==> src/ccd_pkg.sv <==
/*
 * ccd timing package
 * field widths, the packed timing configuration, the frame states
 * and the counter bundle passed from the frame fsm to the pulse decoder
 */

package ccd_pkg;

	//------------------------------------------------------------
	// widths
	//------------------------------------------------------------
	localparam int LINE_WD  = 12;	// pixel-in-line counter and line fields
	localparam int FRAME_WD = 12;	// line counter and frame fields
	localparam int XV_WD    = 2;	// vertical transfer phase

	// frame states
	typedef enum logic [1:0] {
		st_idle      = 2'd0,	// no acquisition
		st_wait_trig = 2'd1,	// trigger mode, between frames
		st_expose    = 2'd2,	// lines below exp_lines
		st_readout   = 2'd3		// rest of the frame
	} frame_state_e;

	//------------------------------------------------------------
	// timing registers, 14 fields, 168 bits
	//------------------------------------------------------------
	typedef struct packed {
		logic [LINE_WD-1:0]  line_period;	// pixels per line
		logic [LINE_WD-1:0]  href_start;
		logic [LINE_WD-1:0]  href_end;
		logic [LINE_WD-1:0]  hd_rising;		// afe line sync window
		logic [LINE_WD-1:0]  hd_falling;
		logic [LINE_WD-1:0]  sub_rising;	// shutter pulse, line 0 only
		logic [LINE_WD-1:0]  sub_falling;
		logic [LINE_WD-1:0]  xsg_width;		// charge transfer width in pixels
		logic [FRAME_WD-1:0] frame_period;	// lines per frame
		logic [FRAME_WD-1:0] vd_rising;		// afe frame sync window
		logic [FRAME_WD-1:0] vd_falling;
		logic [FRAME_WD-1:0] vref_start;	// valid lines, readout only
		logic [FRAME_WD-1:0] vref_end;
		logic [FRAME_WD-1:0] exp_lines;		// expose length, at least 1
	} ccd_cfg_t;

	// frame position, fsm to pulse decoder
	typedef struct packed {
		logic [LINE_WD-1:0]  pix_cnt;
		logic [FRAME_WD-1:0] line_cnt;
		frame_state_e        state;
	} ccd_cnt_t;

endpackage

==> src/ccd_reg.sv <==
/*
 * ccd register input side
 * synchronizes acquisition start and stream enable into one run level
 * and keeps the shadow timing configuration and trigger mode, which
 * are only taken at frame boundaries
 */

`timescale 1ns/1ps

module ccd_reg import ccd_pkg::*; (
	input  logic     clk,
	input  logic     reset,
	input  ccd_cfg_t i_cfg,					// live register values
	input  logic     i_acquisition_start,	// async level
	input  logic     i_stream_enable,		// async level
	input  logic     i_triggermode,			// 1 = trigger, 0 = free run
	input  logic     i_reg_active,			// cycle before line 0 pixel 0
	output ccd_cfg_t o_cfg,					// shadow copy
	output logic     o_run,
	output logic     o_triggermode			// accepted trigger mode
);

	logic [1:0] acq_sync;	// two-flop sync, acquisition start
	logic [1:0] se_sync;	// two-flop sync, stream enable

	//------------------------------------------------------------
	// control level synchronizer
	//------------------------------------------------------------
	always_ff @(posedge clk) begin
		if (reset) begin
			acq_sync <= 2'b00;
			se_sync  <= 2'b00;
		end else begin
			acq_sync <= {acq_sync[0], i_acquisition_start};
			se_sync  <= {se_sync[0], i_stream_enable};
		end
	end

	// both levels must agree before frames run
	always_ff @(posedge clk) begin
		if (reset) begin
			o_run <= 1'b0;
		end else begin
			o_run <= acq_sync[1] & se_sync[1];	// edge N input -> edge N+2
		end
	end

	//------------------------------------------------------------
	// shadow configuration
	//------------------------------------------------------------
	// loaded during reset so the first frame has sane values,
	// then only on the frame start pulse
	always_ff @(posedge clk) begin
		if (reset || i_reg_active) begin
			o_cfg <= i_cfg;
		end
	end

	// trigger mode follows the same frame boundary
	always_ff @(posedge clk) begin
		if (reset || i_reg_active) begin
			o_triggermode <= i_triggermode;
		end
	end

endmodule

==> src/ccd_frame_fsm.sv <==
/*
 * ccd frame state machine
 * runs the pixel and line counters, steps idle, wait_trig, expose and
 * readout at line and frame ends, and issues the shadow update pulse
 * and the end-of-exposure pulse
 */

`timescale 1ns/1ps

module ccd_frame_fsm import ccd_pkg::*; (
	input  logic     clk,
	input  logic     reset,
	input  ccd_cfg_t i_cfg,				// shadow configuration
	input  logic     i_run,				// synchronized run level
	input  logic     i_triggermode,		// accepted trigger mode
	input  logic     i_trigger,			// already masked, one per window
	output ccd_cnt_t o_cnt,
	output logic     o_reg_active,		// cycle before line 0 pixel 0
	output logic     o_exposure_end,	// last expose cycle
	output logic     o_trig_window		// high in wait_trig
);

	frame_state_e        state_q;
	logic [LINE_WD-1:0]  pix_q;
	logic [FRAME_WD-1:0] line_q;

	logic                in_frame;		// expose or readout
	logic                pix_last;		// last pixel of the line
	logic                line_last;		// last line of the frame
	logic                line_end;
	logic                frame_end;
	logic                exp_last_line;	// next line leaves expose
	logic                frame_start;

	//------------------------------------------------------------
	// position decode
	//------------------------------------------------------------
	always_comb begin
		in_frame      = (state_q == st_expose) || (state_q == st_readout);
		pix_last      = (pix_q == i_cfg.line_period - LINE_WD'(1));
		line_last     = (line_q == i_cfg.frame_period - FRAME_WD'(1));
		line_end      = in_frame && pix_last;
		frame_end     = line_end && line_last;
		exp_last_line = (line_q + FRAME_WD'(1) == i_cfg.exp_lines);
	end

	// every way into a new frame
	always_comb begin
		frame_start = 1'b0;
		case (state_q)
			st_idle:      frame_start = i_run;	// first frame needs no trigger
			st_wait_trig: frame_start = i_run && i_trigger;
			default:      frame_start = frame_end && i_run && !i_triggermode;
		endcase
	end

	assign o_reg_active   = frame_start;	// shadow loads on the same edge
	assign o_exposure_end = (state_q == st_expose) && line_end &&
	                        (exp_last_line || line_last);	// expose may fill the frame
	assign o_trig_window  = (state_q == st_wait_trig);

	//------------------------------------------------------------
	// state and counters
	//------------------------------------------------------------
	always_ff @(posedge clk) begin
		if (reset) begin
			state_q <= st_idle;
			pix_q   <= '0;
			line_q  <= '0;
		end else if (frame_start) begin
			state_q <= st_expose;	// line 0 is always exposure
			pix_q   <= '0;
			line_q  <= '0;
		end else begin
			case (state_q)
				st_idle: begin
					pix_q  <= '0;
					line_q <= '0;
				end
				st_wait_trig: begin
					if (!i_run) begin
						state_q <= st_idle;		// acquisition stopped while waiting
					end
				end
				default: begin
					if (frame_end) begin
						pix_q   <= '0;
						line_q  <= '0;
						state_q <= i_run ? st_wait_trig : st_idle;	// free run handled above
					end else if (line_end) begin
						pix_q  <= '0;
						line_q <= line_q + FRAME_WD'(1);
						if (state_q == st_expose && exp_last_line) begin
							state_q <= st_readout;
						end
					end else begin
						pix_q <= pix_q + LINE_WD'(1);
					end
				end
			endcase
		end
	end

	// counter bundle to the decoder
	always_comb begin
		o_cnt.pix_cnt  = pix_q;
		o_cnt.line_cnt = line_q;
		o_cnt.state    = state_q;
	end

endmodule

==> src/ccd_pulse_gen.sv <==
/*
 * ccd pulse generator
 * decodes the frame position into the sensor pulses (sub, xsg, xv)
 * and the afe and pixel path levels, one register stage late
 */

`timescale 1ns/1ps

module ccd_pulse_gen import ccd_pkg::*; (
	input  logic             clk,
	input  logic             reset,
	input  ccd_cnt_t         i_cnt,		// position and state from the fsm
	input  ccd_cfg_t         i_cfg,		// shadow configuration
	output logic             o_hd,			// afe line sync
	output logic             o_vd,			// afe frame sync
	output logic             o_href,		// line valid
	output logic             o_vref,		// frame valid
	output logic             o_sub,			// electronic shutter
	output logic             o_xsg,			// charge transfer
	output logic             o_integration,
	output logic [XV_WD-1:0] ov_xv			// vertical transfer phase, gray
);

	logic active;		// expose or readout
	logic readout;
	logic hd_c;
	logic vd_c;
	logic vref_c;
	logic href_c;
	logic sub_c;
	logic xsg_c;

	// 00 -> 01 -> 11 -> 10 -> 00
	function automatic logic [XV_WD-1:0] gray_step(input logic [XV_WD-1:0] g);
		logic [XV_WD-1:0] b;
		b = {g[1], g[1] ^ g[0]};	// gray to binary
		b = b + XV_WD'(1);
		return b ^ (b >> 1);
	endfunction

	//------------------------------------------------------------
	// window decode
	//------------------------------------------------------------
	always_comb begin
		active  = (i_cnt.state == st_expose) || (i_cnt.state == st_readout);
		readout = (i_cnt.state == st_readout);
		hd_c    = active && (i_cnt.pix_cnt >= i_cfg.hd_rising) &&
		          (i_cnt.pix_cnt < i_cfg.hd_falling);
		vd_c    = active && (i_cnt.line_cnt >= i_cfg.vd_rising) &&
		          (i_cnt.line_cnt < i_cfg.vd_falling);
		vref_c  = readout && (i_cnt.line_cnt >= i_cfg.vref_start) &&
		          (i_cnt.line_cnt < i_cfg.vref_end);
		href_c  = vref_c && (i_cnt.pix_cnt >= i_cfg.href_start) &&
		          (i_cnt.pix_cnt < i_cfg.href_end);	// only inside valid lines
		sub_c   = active && (i_cnt.line_cnt == '0) &&
		          (i_cnt.pix_cnt >= i_cfg.sub_rising) &&
		          (i_cnt.pix_cnt < i_cfg.sub_falling);
		xsg_c   = active && (i_cnt.line_cnt == i_cfg.exp_lines) &&
		          (i_cnt.pix_cnt < i_cfg.xsg_width);	// first readout line
	end

	//------------------------------------------------------------
	// output registers
	//------------------------------------------------------------
	always_ff @(posedge clk) begin
		if (reset) begin
			o_hd          <= 1'b0;
			o_vd          <= 1'b0;
			o_href        <= 1'b0;
			o_vref        <= 1'b0;
			o_sub         <= 1'b0;
			o_xsg         <= 1'b0;
			o_integration <= 1'b0;
		end else begin
			o_hd          <= hd_c;
			o_vd          <= vd_c;
			o_href        <= href_c;
			o_vref        <= vref_c;
			o_sub         <= sub_c;
			o_xsg         <= xsg_c;
			o_integration <= (i_cnt.state == st_expose);
		end
	end

	// vertical transfer, one phase step per readout line
	always_ff @(posedge clk) begin
		if (reset || !readout) begin
			ov_xv <= '0;
		end else if (i_cnt.pix_cnt == '0) begin
			ov_xv <= gray_step(ov_xv);
		end
	end

endmodule

==> src/mv_ccd.sv <==
/*
 * ccd timing generator top level
 * ties the register side, frame fsm and pulse decoder together, and
 * adds the stop flag, the one-per-frame trigger mask and the stretched
 * end-of-exposure pulse
 */

`timescale 1ns/1ps

module mv_ccd import ccd_pkg::*; #(
	parameter int STOP_DELAY = 64	// cycles from run low to stop flag
) (
	input  logic             clk,
	input  logic             reset,
	input  ccd_cfg_t         i_cfg,
	input  logic             i_acquisition_start,
	input  logic             i_stream_enable,
	input  logic             i_trigger,			// one-cycle pulse
	input  logic             i_triggermode,
	output logic             o_hd,
	output logic             o_vd,
	output logic             o_href,
	output logic             o_vref,
	output logic             o_sub,
	output logic             o_xsg,
	output logic [XV_WD-1:0] ov_xv,
	output logic             o_integration,
	output logic             o_exposure_end,	// four cycles wide
	output logic             o_trigger_mask,
	output logic             o_ccd_stop_flag
);

	localparam int STOP_WD = (STOP_DELAY > 1) ? $clog2(STOP_DELAY) : 1;

	ccd_cfg_t           cfg_shadow;
	ccd_cnt_t           cnt;
	logic               run;
	logic               trigmode_acc;
	logic               reg_active;
	logic               exp_end_pulse;	// single cycle from the fsm
	logic               trig_window;
	logic               trig_first;		// first trigger in the window
	logic [2:0]         exp_end_dly;
	logic [STOP_WD-1:0] stop_cnt;

	//------------------------------------------------------------
	// blocks
	//------------------------------------------------------------
	ccd_reg u_reg (
		.clk                 (clk),
		.reset               (reset),
		.i_cfg               (i_cfg),
		.i_acquisition_start (i_acquisition_start),
		.i_stream_enable     (i_stream_enable),
		.i_triggermode       (i_triggermode),
		.i_reg_active        (reg_active),
		.o_cfg               (cfg_shadow),
		.o_run               (run),
		.o_triggermode       (trigmode_acc)
	);

	ccd_frame_fsm u_fsm (
		.clk            (clk),
		.reset          (reset),
		.i_cfg          (cfg_shadow),
		.i_run          (run),
		.i_triggermode  (trigmode_acc),
		.i_trigger      (trig_first),
		.o_cnt          (cnt),
		.o_reg_active   (reg_active),
		.o_exposure_end (exp_end_pulse),
		.o_trig_window  (trig_window)
	);

	ccd_pulse_gen u_pulse (
		.clk           (clk),
		.reset         (reset),
		.i_cnt         (cnt),
		.i_cfg         (cfg_shadow),
		.o_hd          (o_hd),
		.o_vd          (o_vd),
		.o_href        (o_href),
		.o_vref        (o_vref),
		.o_sub         (o_sub),
		.o_xsg         (o_xsg),
		.o_integration (o_integration),
		.ov_xv         (ov_xv)
	);

	//------------------------------------------------------------
	// stop flag, STOP_DELAY cycles after run drops
	//------------------------------------------------------------
	always_ff @(posedge clk) begin
		if (reset) begin
			o_ccd_stop_flag <= 1'b1;
			stop_cnt        <= '0;
		end else if (run) begin
			o_ccd_stop_flag <= 1'b0;	// falls as soon as run is seen
			stop_cnt        <= '0;
		end else if (!o_ccd_stop_flag) begin
			if (stop_cnt == STOP_WD'(STOP_DELAY - 1)) begin
				o_ccd_stop_flag <= 1'b1;
			end else begin
				stop_cnt <= stop_cnt + STOP_WD'(1);
			end
		end
	end

	// trigger mask, only the first trigger of a window reaches the fsm
	assign trig_first = i_trigger && trig_window && !o_trigger_mask;

	always_ff @(posedge clk) begin
		if (reset || !trig_window) begin
			o_trigger_mask <= 1'b0;		// cleared once the window closes
		end else if (trig_first) begin
			o_trigger_mask <= 1'b1;
		end
	end

	// exposure end stretch
	always_ff @(posedge clk) begin
		if (reset) begin
			exp_end_dly    <= '0;
			o_exposure_end <= 1'b0;
		end else begin
			exp_end_dly    <= {exp_end_dly[1:0], exp_end_pulse};
			o_exposure_end <= exp_end_pulse | (|exp_end_dly);	// 4-stage or
		end
	end

endmodule

==> config.mk <==
export PLATFORM = sky130hd
export DESIGN_NAME = mv_ccd
export DESIGN_NICKNAME = d
export VERILOG_FILES = /design/src/ccd_pkg.sv /design/src/ccd_reg.sv /design/src/ccd_frame_fsm.sv /design/src/ccd_pulse_gen.sv /design/src/mv_ccd.sv
export SDC_FILE = /design/constraint.sdc
export NUM_CORES = 1
export LEC_CHECK = 0
export BUFFER_PORTS_ARGS = -buffer_cell sky130_fd_sc_hd__buf_2
export CORE_UTILIZATION = 40
export CTS_BUF_LIST = sky130_fd_sc_hd__clkbuf_8
export CTS_CLUSTER_DIAMETER = 100
export DETAILED_ROUTE_END_ITERATION = 6
export GPL_TIMING_DRIVEN = 0
export PLACE_DENSITY_LB_ADDON = 0.12
export SYNTH_ARGS = -nofsm -noshare
export SYNTH_HDL_FRONTEND = slang
export SYNTH_SLANG_ARGS = --single-unit
export TNS_END_PERCENT = 5
==> constraint.sdc <==
create_clock -name clk -period 19.6 [get_ports clk]
set_clock_uncertainty 0.2 [all_clocks]
set_input_delay 1.96 -clock clk [delete_from_list [all_inputs] [get_ports clk]]
set_output_delay 1.96 -clock clk [all_outputs]
set_load 0.005 [all_outputs]
======== After elaboration in Yosys (flattened, before gate mapping) ========
Cells that the tools add are included.
operators by class
  add/subtract/negate cells ............... 6
  multiply operators ...................... 0
  divide/modulo/power cells ............... 0
  magnitude comparators ................... 11
  eq/ne operators ......................... 11
  shift-type cells ........................ 0
  multiplexer cells ....................... 17
  bitwise gates (word level) .............. 8
  reductions and logical operators ........ 47
operators by type and width
  kind                                                number
  < comparator 12 bit                                 6
  greater-or-equal comparator 12 bit                  5
  == test 12 bit                                      4
  two-way mux 12 bit                                  4
  case mux 12 bit (2 select lines)                    2
  adder 12 x 1 -> 12 bit, second input constant       2
  logical NOT 12 bit                                  2
  subtractor 12 x 1 -> 12 bit, second input constant  2
  logical AND 1 bit                                   23
  two-way mux 2 bit                                   5
  nonzero test 3 bit                                  3
  AND reduction 4 bit                                 2
  nonzero test 4 bit                                  2
  adder 6 x 1 -> 6 bit, second input constant         1
  == test 6 bit, second input constant                1
  logical OR 1 bit                                    5
  == test 2 bit, second input constant                2
  logical NOT 1 bit                                   4
  two-way mux 1 bit                                   4
  inequality test 2 bit, second input constant        2
  NOT 1 bit                                           4
  case mux 2 bit (2 select lines)                     1
  AND reduction 2 bit                                 2
  OR reduction 2 bit                                  2
  10 further kinds                                    10
word-level totals
  bits in registers ....................... 221
  latch bits .............................. 0
  RAM bits ................................ 0
  memory bits (read-only) ................. 0
  bits of input ports ..................... 174
  output and inout port bits .............. 12
  word-level logic and storage cells ...... 135
  memories ................................ 0

======== Logic depth before layout (Yosys ltp) ========
  depth after elaboration ................. 9
  depth in mapped cells ................... 11
  depth with buffers taken out ............ 10

======== Cells and area by module ========
From an unflattened synthesis, not the netlist that was laid out.
second synthesis, totals
  cell total of the unflattened synthesis .. 1,053
  area, all modules ....................... 11,870.1 sq um
modules (own cells, without submodules)
  module         times used  cells an instance  area each (sq um)  sequential area each (sq um)
  ccd_reg        1           180                5,226.3            5,175.0
  ccd_pulse_gen  1           460                3,487.1            180.2
  ccd_frame_fsm  1           363                2,657.5            520.5
  mv_ccd         1           50                 499.2              240.2

======== Least setup slack after synthesis ========
OpenSTA, ideal clock, no wires.
  path type ............................... reg-to-reg
  from .................................... register u_reg.o_cfg[156] in the netlist's numbering
  to ...................................... register u_reg.o_cfg[0] in the netlist's numbering (enable)
  setup time .............................. 0.611 ns
  arrival ................................. 8.106 ns
  path slack .............................. 10.684 ns
  stages on the path, launching flop included .. 10
  path buffers ............................ 0
  cells stage by stage .................... edfxtp_1 -> inv_1 -> ha_1 -> or4b_4 -> or3_1 -> a2111oi_2 -> o211ai_1 -> or3_1 -> or2_4 -> o41ai_4
between the ends
  longest elaborated chain between the ends .. 8
ends and longest elaborated chain
  element                          line                 RTL
  start, declared                  ccd_reg.sv:18        output ccd_cfg_t o_cfg,
  start signal, assigned           ccd_reg.sv:55        o_cfg <= i_cfg;
  subtractor 12 x 1 -> 12 bit      ccd_frame_fsm.sv:40  pix_last = (pix_q == i_cfg.line_period - LINE_WD'(1));
  == test 12 bit                   ccd_frame_fsm.sv:40
  logical AND 1 bit                ccd_frame_fsm.sv:42  line_end = in_frame && pix_last;
  logical AND 1 bit                ccd_frame_fsm.sv:43  frame_end = line_end && line_last;
  logical AND 1 bit (2 in series)  ccd_frame_fsm.sv:53  default: frame_start = frame_end && i_run && !i_triggermode;
  case mux 1 bit (2 select lines)  ccd_frame_fsm.sv:50  case (state_q)
  logical OR 1 bit                 ccd_reg.sv:54        if (reset || i_reg_active) begin
No other way between the ends.
A chain may end at the register's enable or synchronous reset.

======== Worst setup path in the final report ========
  from .................................... register u_reg.o_cfg[156] in the netlist's numbering
  to ...................................... register u_reg.o_cfg[84] in the netlist's numbering (enable)
Same word-level chain as after synthesis.

==> flow_summary.ini <==
[route]
wire_per_inst_um = 16.26
drcViolationCount = 0
drt-initial-drc-count = 479
via_per_inst = 4.954
antenna_left = 0
drt_first_pass_iters = 6
wl_um = 27130
num_vias = 8263

[critical_path]
r2r_slack_ns = 14.67
cp.arrival_ns = 4.97
required_ns = 19.65
slowest_delay_ns = 0.69
cp_cell_sequence = inv_1 > ha_1 > or4b_4 > or3_1 > a2111oi_2 > o211ai_1 > or3_1 > or2_4 > o41ai_4 > buf_8 > buf_6 > buf_8 > buf_6
crit_fanout = 15
crit_type = flop to flop
crit_path_end_kind = flop
reg2reg_depth = 13
cp_slowest_cell = o41ai_4
cp-start-kind = flop

[sta]
fmax_ghz = 0.2030
rsz0062_at_grt = no
maxSlewViolCount = 0
fin_crit_sh = 0.2513
whs_ns = 0.2190
hold_viol_final = 0
maxSlewHeadroom = 0.4962
finalSetupTns_ns = 0
tightest_slew_ns = 0.7488
finalCriticalPeriod_ns = 4.925
setup_violations = 0

[yosys]
ys_seq_area_frac = 0.5272
ys_async_sr_fraction = 0
synthMuxAreaShare = 0.002589
synth_cell_types = 67
synth-compound-area-share = 0.1210
syn_area_um2 = 11600
synth.most_common_cell = edfxtp_1
synth_top_area_frac = 0.4375
synth_fa_ha_area_frac = 0.1435
synth_area_leaders = edfxtp_1, ha_1, dfxtp_1, inv_1, xor2_1
synth-xor-area-share = 0.04153
synthSimpleGateAreaFrac = 0.1094
syn_area_per_cell_um2 = 11.45
synth_nets = 1320
netlist_top_cells_count = edfxtp_1, inv_1, ha_1, nor2_1, dfxtp_1
ys.flop_type = edfxtp_1
ys_warn_count = 0
syn_inst = 1013
ys_seq_elements = 221
yosysTopAreaCell = edfxtp_1
synth_top_family_by_area = adder cells
synth_edf_count = 169

[clock_network]
cts_made_buffers = 42
cts_buffer_depth = 3
cts_setup_buffers = 0
clock-sinks = 221
ctsHoldBuffers = 0
cts-root-buf = clkbuf_8
postCtsResizedCells = 0
htree_levels = 2
insertion_delay_ns = 0.56
clkTransAtPathRegs_ns = 0.06
cts_tree = done

[floorplan]
die_area_um2 = 29680
core-area_um2 = 28160
row_count = 61
die-width_um = 172.3
die-height_um = 172.3
initial_utilization = 0.4119
num_io_pins = 186

[power_and_ir_drop]
power_density_nw_per_um2 = 73.18
peakVddDrop_v = 0.00004548
p_leak_nw = 6.460
power_mw = 1.023

[grt]
track_usage = 0.1876
overflow = 0
grt_pass1_wl_um = 42240
grt_start_max_net_pins = 17
antenna_found_initial = 2
first_global_vias = 8158

[finish]
fin_nets = 1563
area_delta_synth_final_pct = 20.50
layout-drive-gt1-share = 0.2065
fin_util = 0.4963

[placement]
gp_congestion = 0.8401
dp_hpwl_um = 20380
port_buffers = 185

[outcome]
outcome = finished, final reports clean

[worst_hold_path]
min_path_cells = 2
hold_class = flop to flop

[flow_run]
cap_violations = 0
==> kinds of logic (layout without fill, tap and decap cells) <==
kind of cell / after synthesis / after routing
DFF: 221 / 221
and+or+nand+nor: 234 / 234
xor gates and xnor gates: 55 / 55
AOI/OAI and AO/OA: 199 / 199
other: 0 / 2
buffers and inverters: 168 / 443
muxes: 3 / 3
adders and majority gates: 133 / 133
==> per-layer routing <==
layer  global-route usage  routed length (um)  share of wire  vias up
met5                    0                  10        0.00037        -
met4              0.06118                 685          0.025        2
met3              0.03616                1352          0.050       55
met2               0.3266               13160           0.49      206
met1               0.2323               11920           0.44     3818
li1                     -                   -              -     4182
==> path summary, 6_finish.rpt <==
kind	startpoint	to
setup / recovery	u_reg.o_cfg[156]	u_reg.o_cfg[84]
hold / removal	u_reg.se_sync[1]	u_reg.o_run
setup reg to reg	u_reg.o_cfg[156]	u_reg.o_cfg[84]
hold reg to reg	u_reg.se_sync[1]	u_reg.o_run
==> cell type report <==
type                            instances  area, um2
Inverter                              146      548.0
Antenna cell                            2      5.005
Clock inverter                         30      153.9
Clock buffer                           46      633.1
Tap cell                              378      473.0
Buffer                                 22      87.58
Sequential cell                       221       6116
Multi-Input combinational cell        624       4848
Timing Repair Buffer                  199       1114
Fill cell                            2571      14180
==> metrics by stage <==
step	setup WS [ns]	instances	cell area, um2
after global routing	14.40	1666	13970
after CTS	14.63	1666	13970
after floorplan	10.68	1013	11600
after global placement	7.918	1576	13000
after detailed placement	14.68	1590	13190
final	14.67	1668	13980
==> layout by cell type, fill, tap and decap left out, types with 6 or more instances in the layout <==
master / count
xnor2_1: 27
a31oi_1: 15
dfxtp_1: 52
buf_8: 8
o211ai_1: 9
a211o_1: 6
o21bai_1: 7
a21o_1: 30
nor2_1: 57
clkbuf_1: 19
a21oi_1: 27
nand2b_1: 16
ha_1: 133
clkinv_1: 6
nor3_1: 17
clkbuf_8: 46
nor4_1: 14
o21ai_0: 34
buf_6: 6
nand3_1: 19
nand4_1: 18
and3_1: 6
edfxtp_1: 169
inv_1: 163
o21a_1: 10
a211oi_1: 18
nor2b_1: 18
nand2_1: 30
xor2_1: 28
buf_2: 186
==> state kept, by name, indices dropped and copies added (netlist names), 2 cells and up <==
| name | count |
|---|---|
| u_reg.acq_sync | 2 |
| u_reg.o_cfg | 168 |
| u_fsm.state_q | 2 |
| u_pulse.ov_xv | 2 |
| u_fsm.pix_q | 12 |
| stop_cnt | 6 |
| exp_end_dly | 3 |
| u_fsm.line_q | 12 |
| u_reg.se_sync | 2 |
==> worst max-delay path, delay by kind of cell (launching register included) <==
family	cells	cell delay, ns
simple gates	4	1.59
fa+ha+maj	1	0.22
flops	1	0.46
compound gates	3	1.24
buf+inv	5	0.90
==> where the power goes <==
group	internal, mW	total (mW)	switching [mW]
sequential	0.528	0.536	0.00820
combinational	0.0322	0.0655	0.0333
clock	0.229	0.421	0.192
total	0.789	1.02	0.234
(Power assumes the default switching activity.)
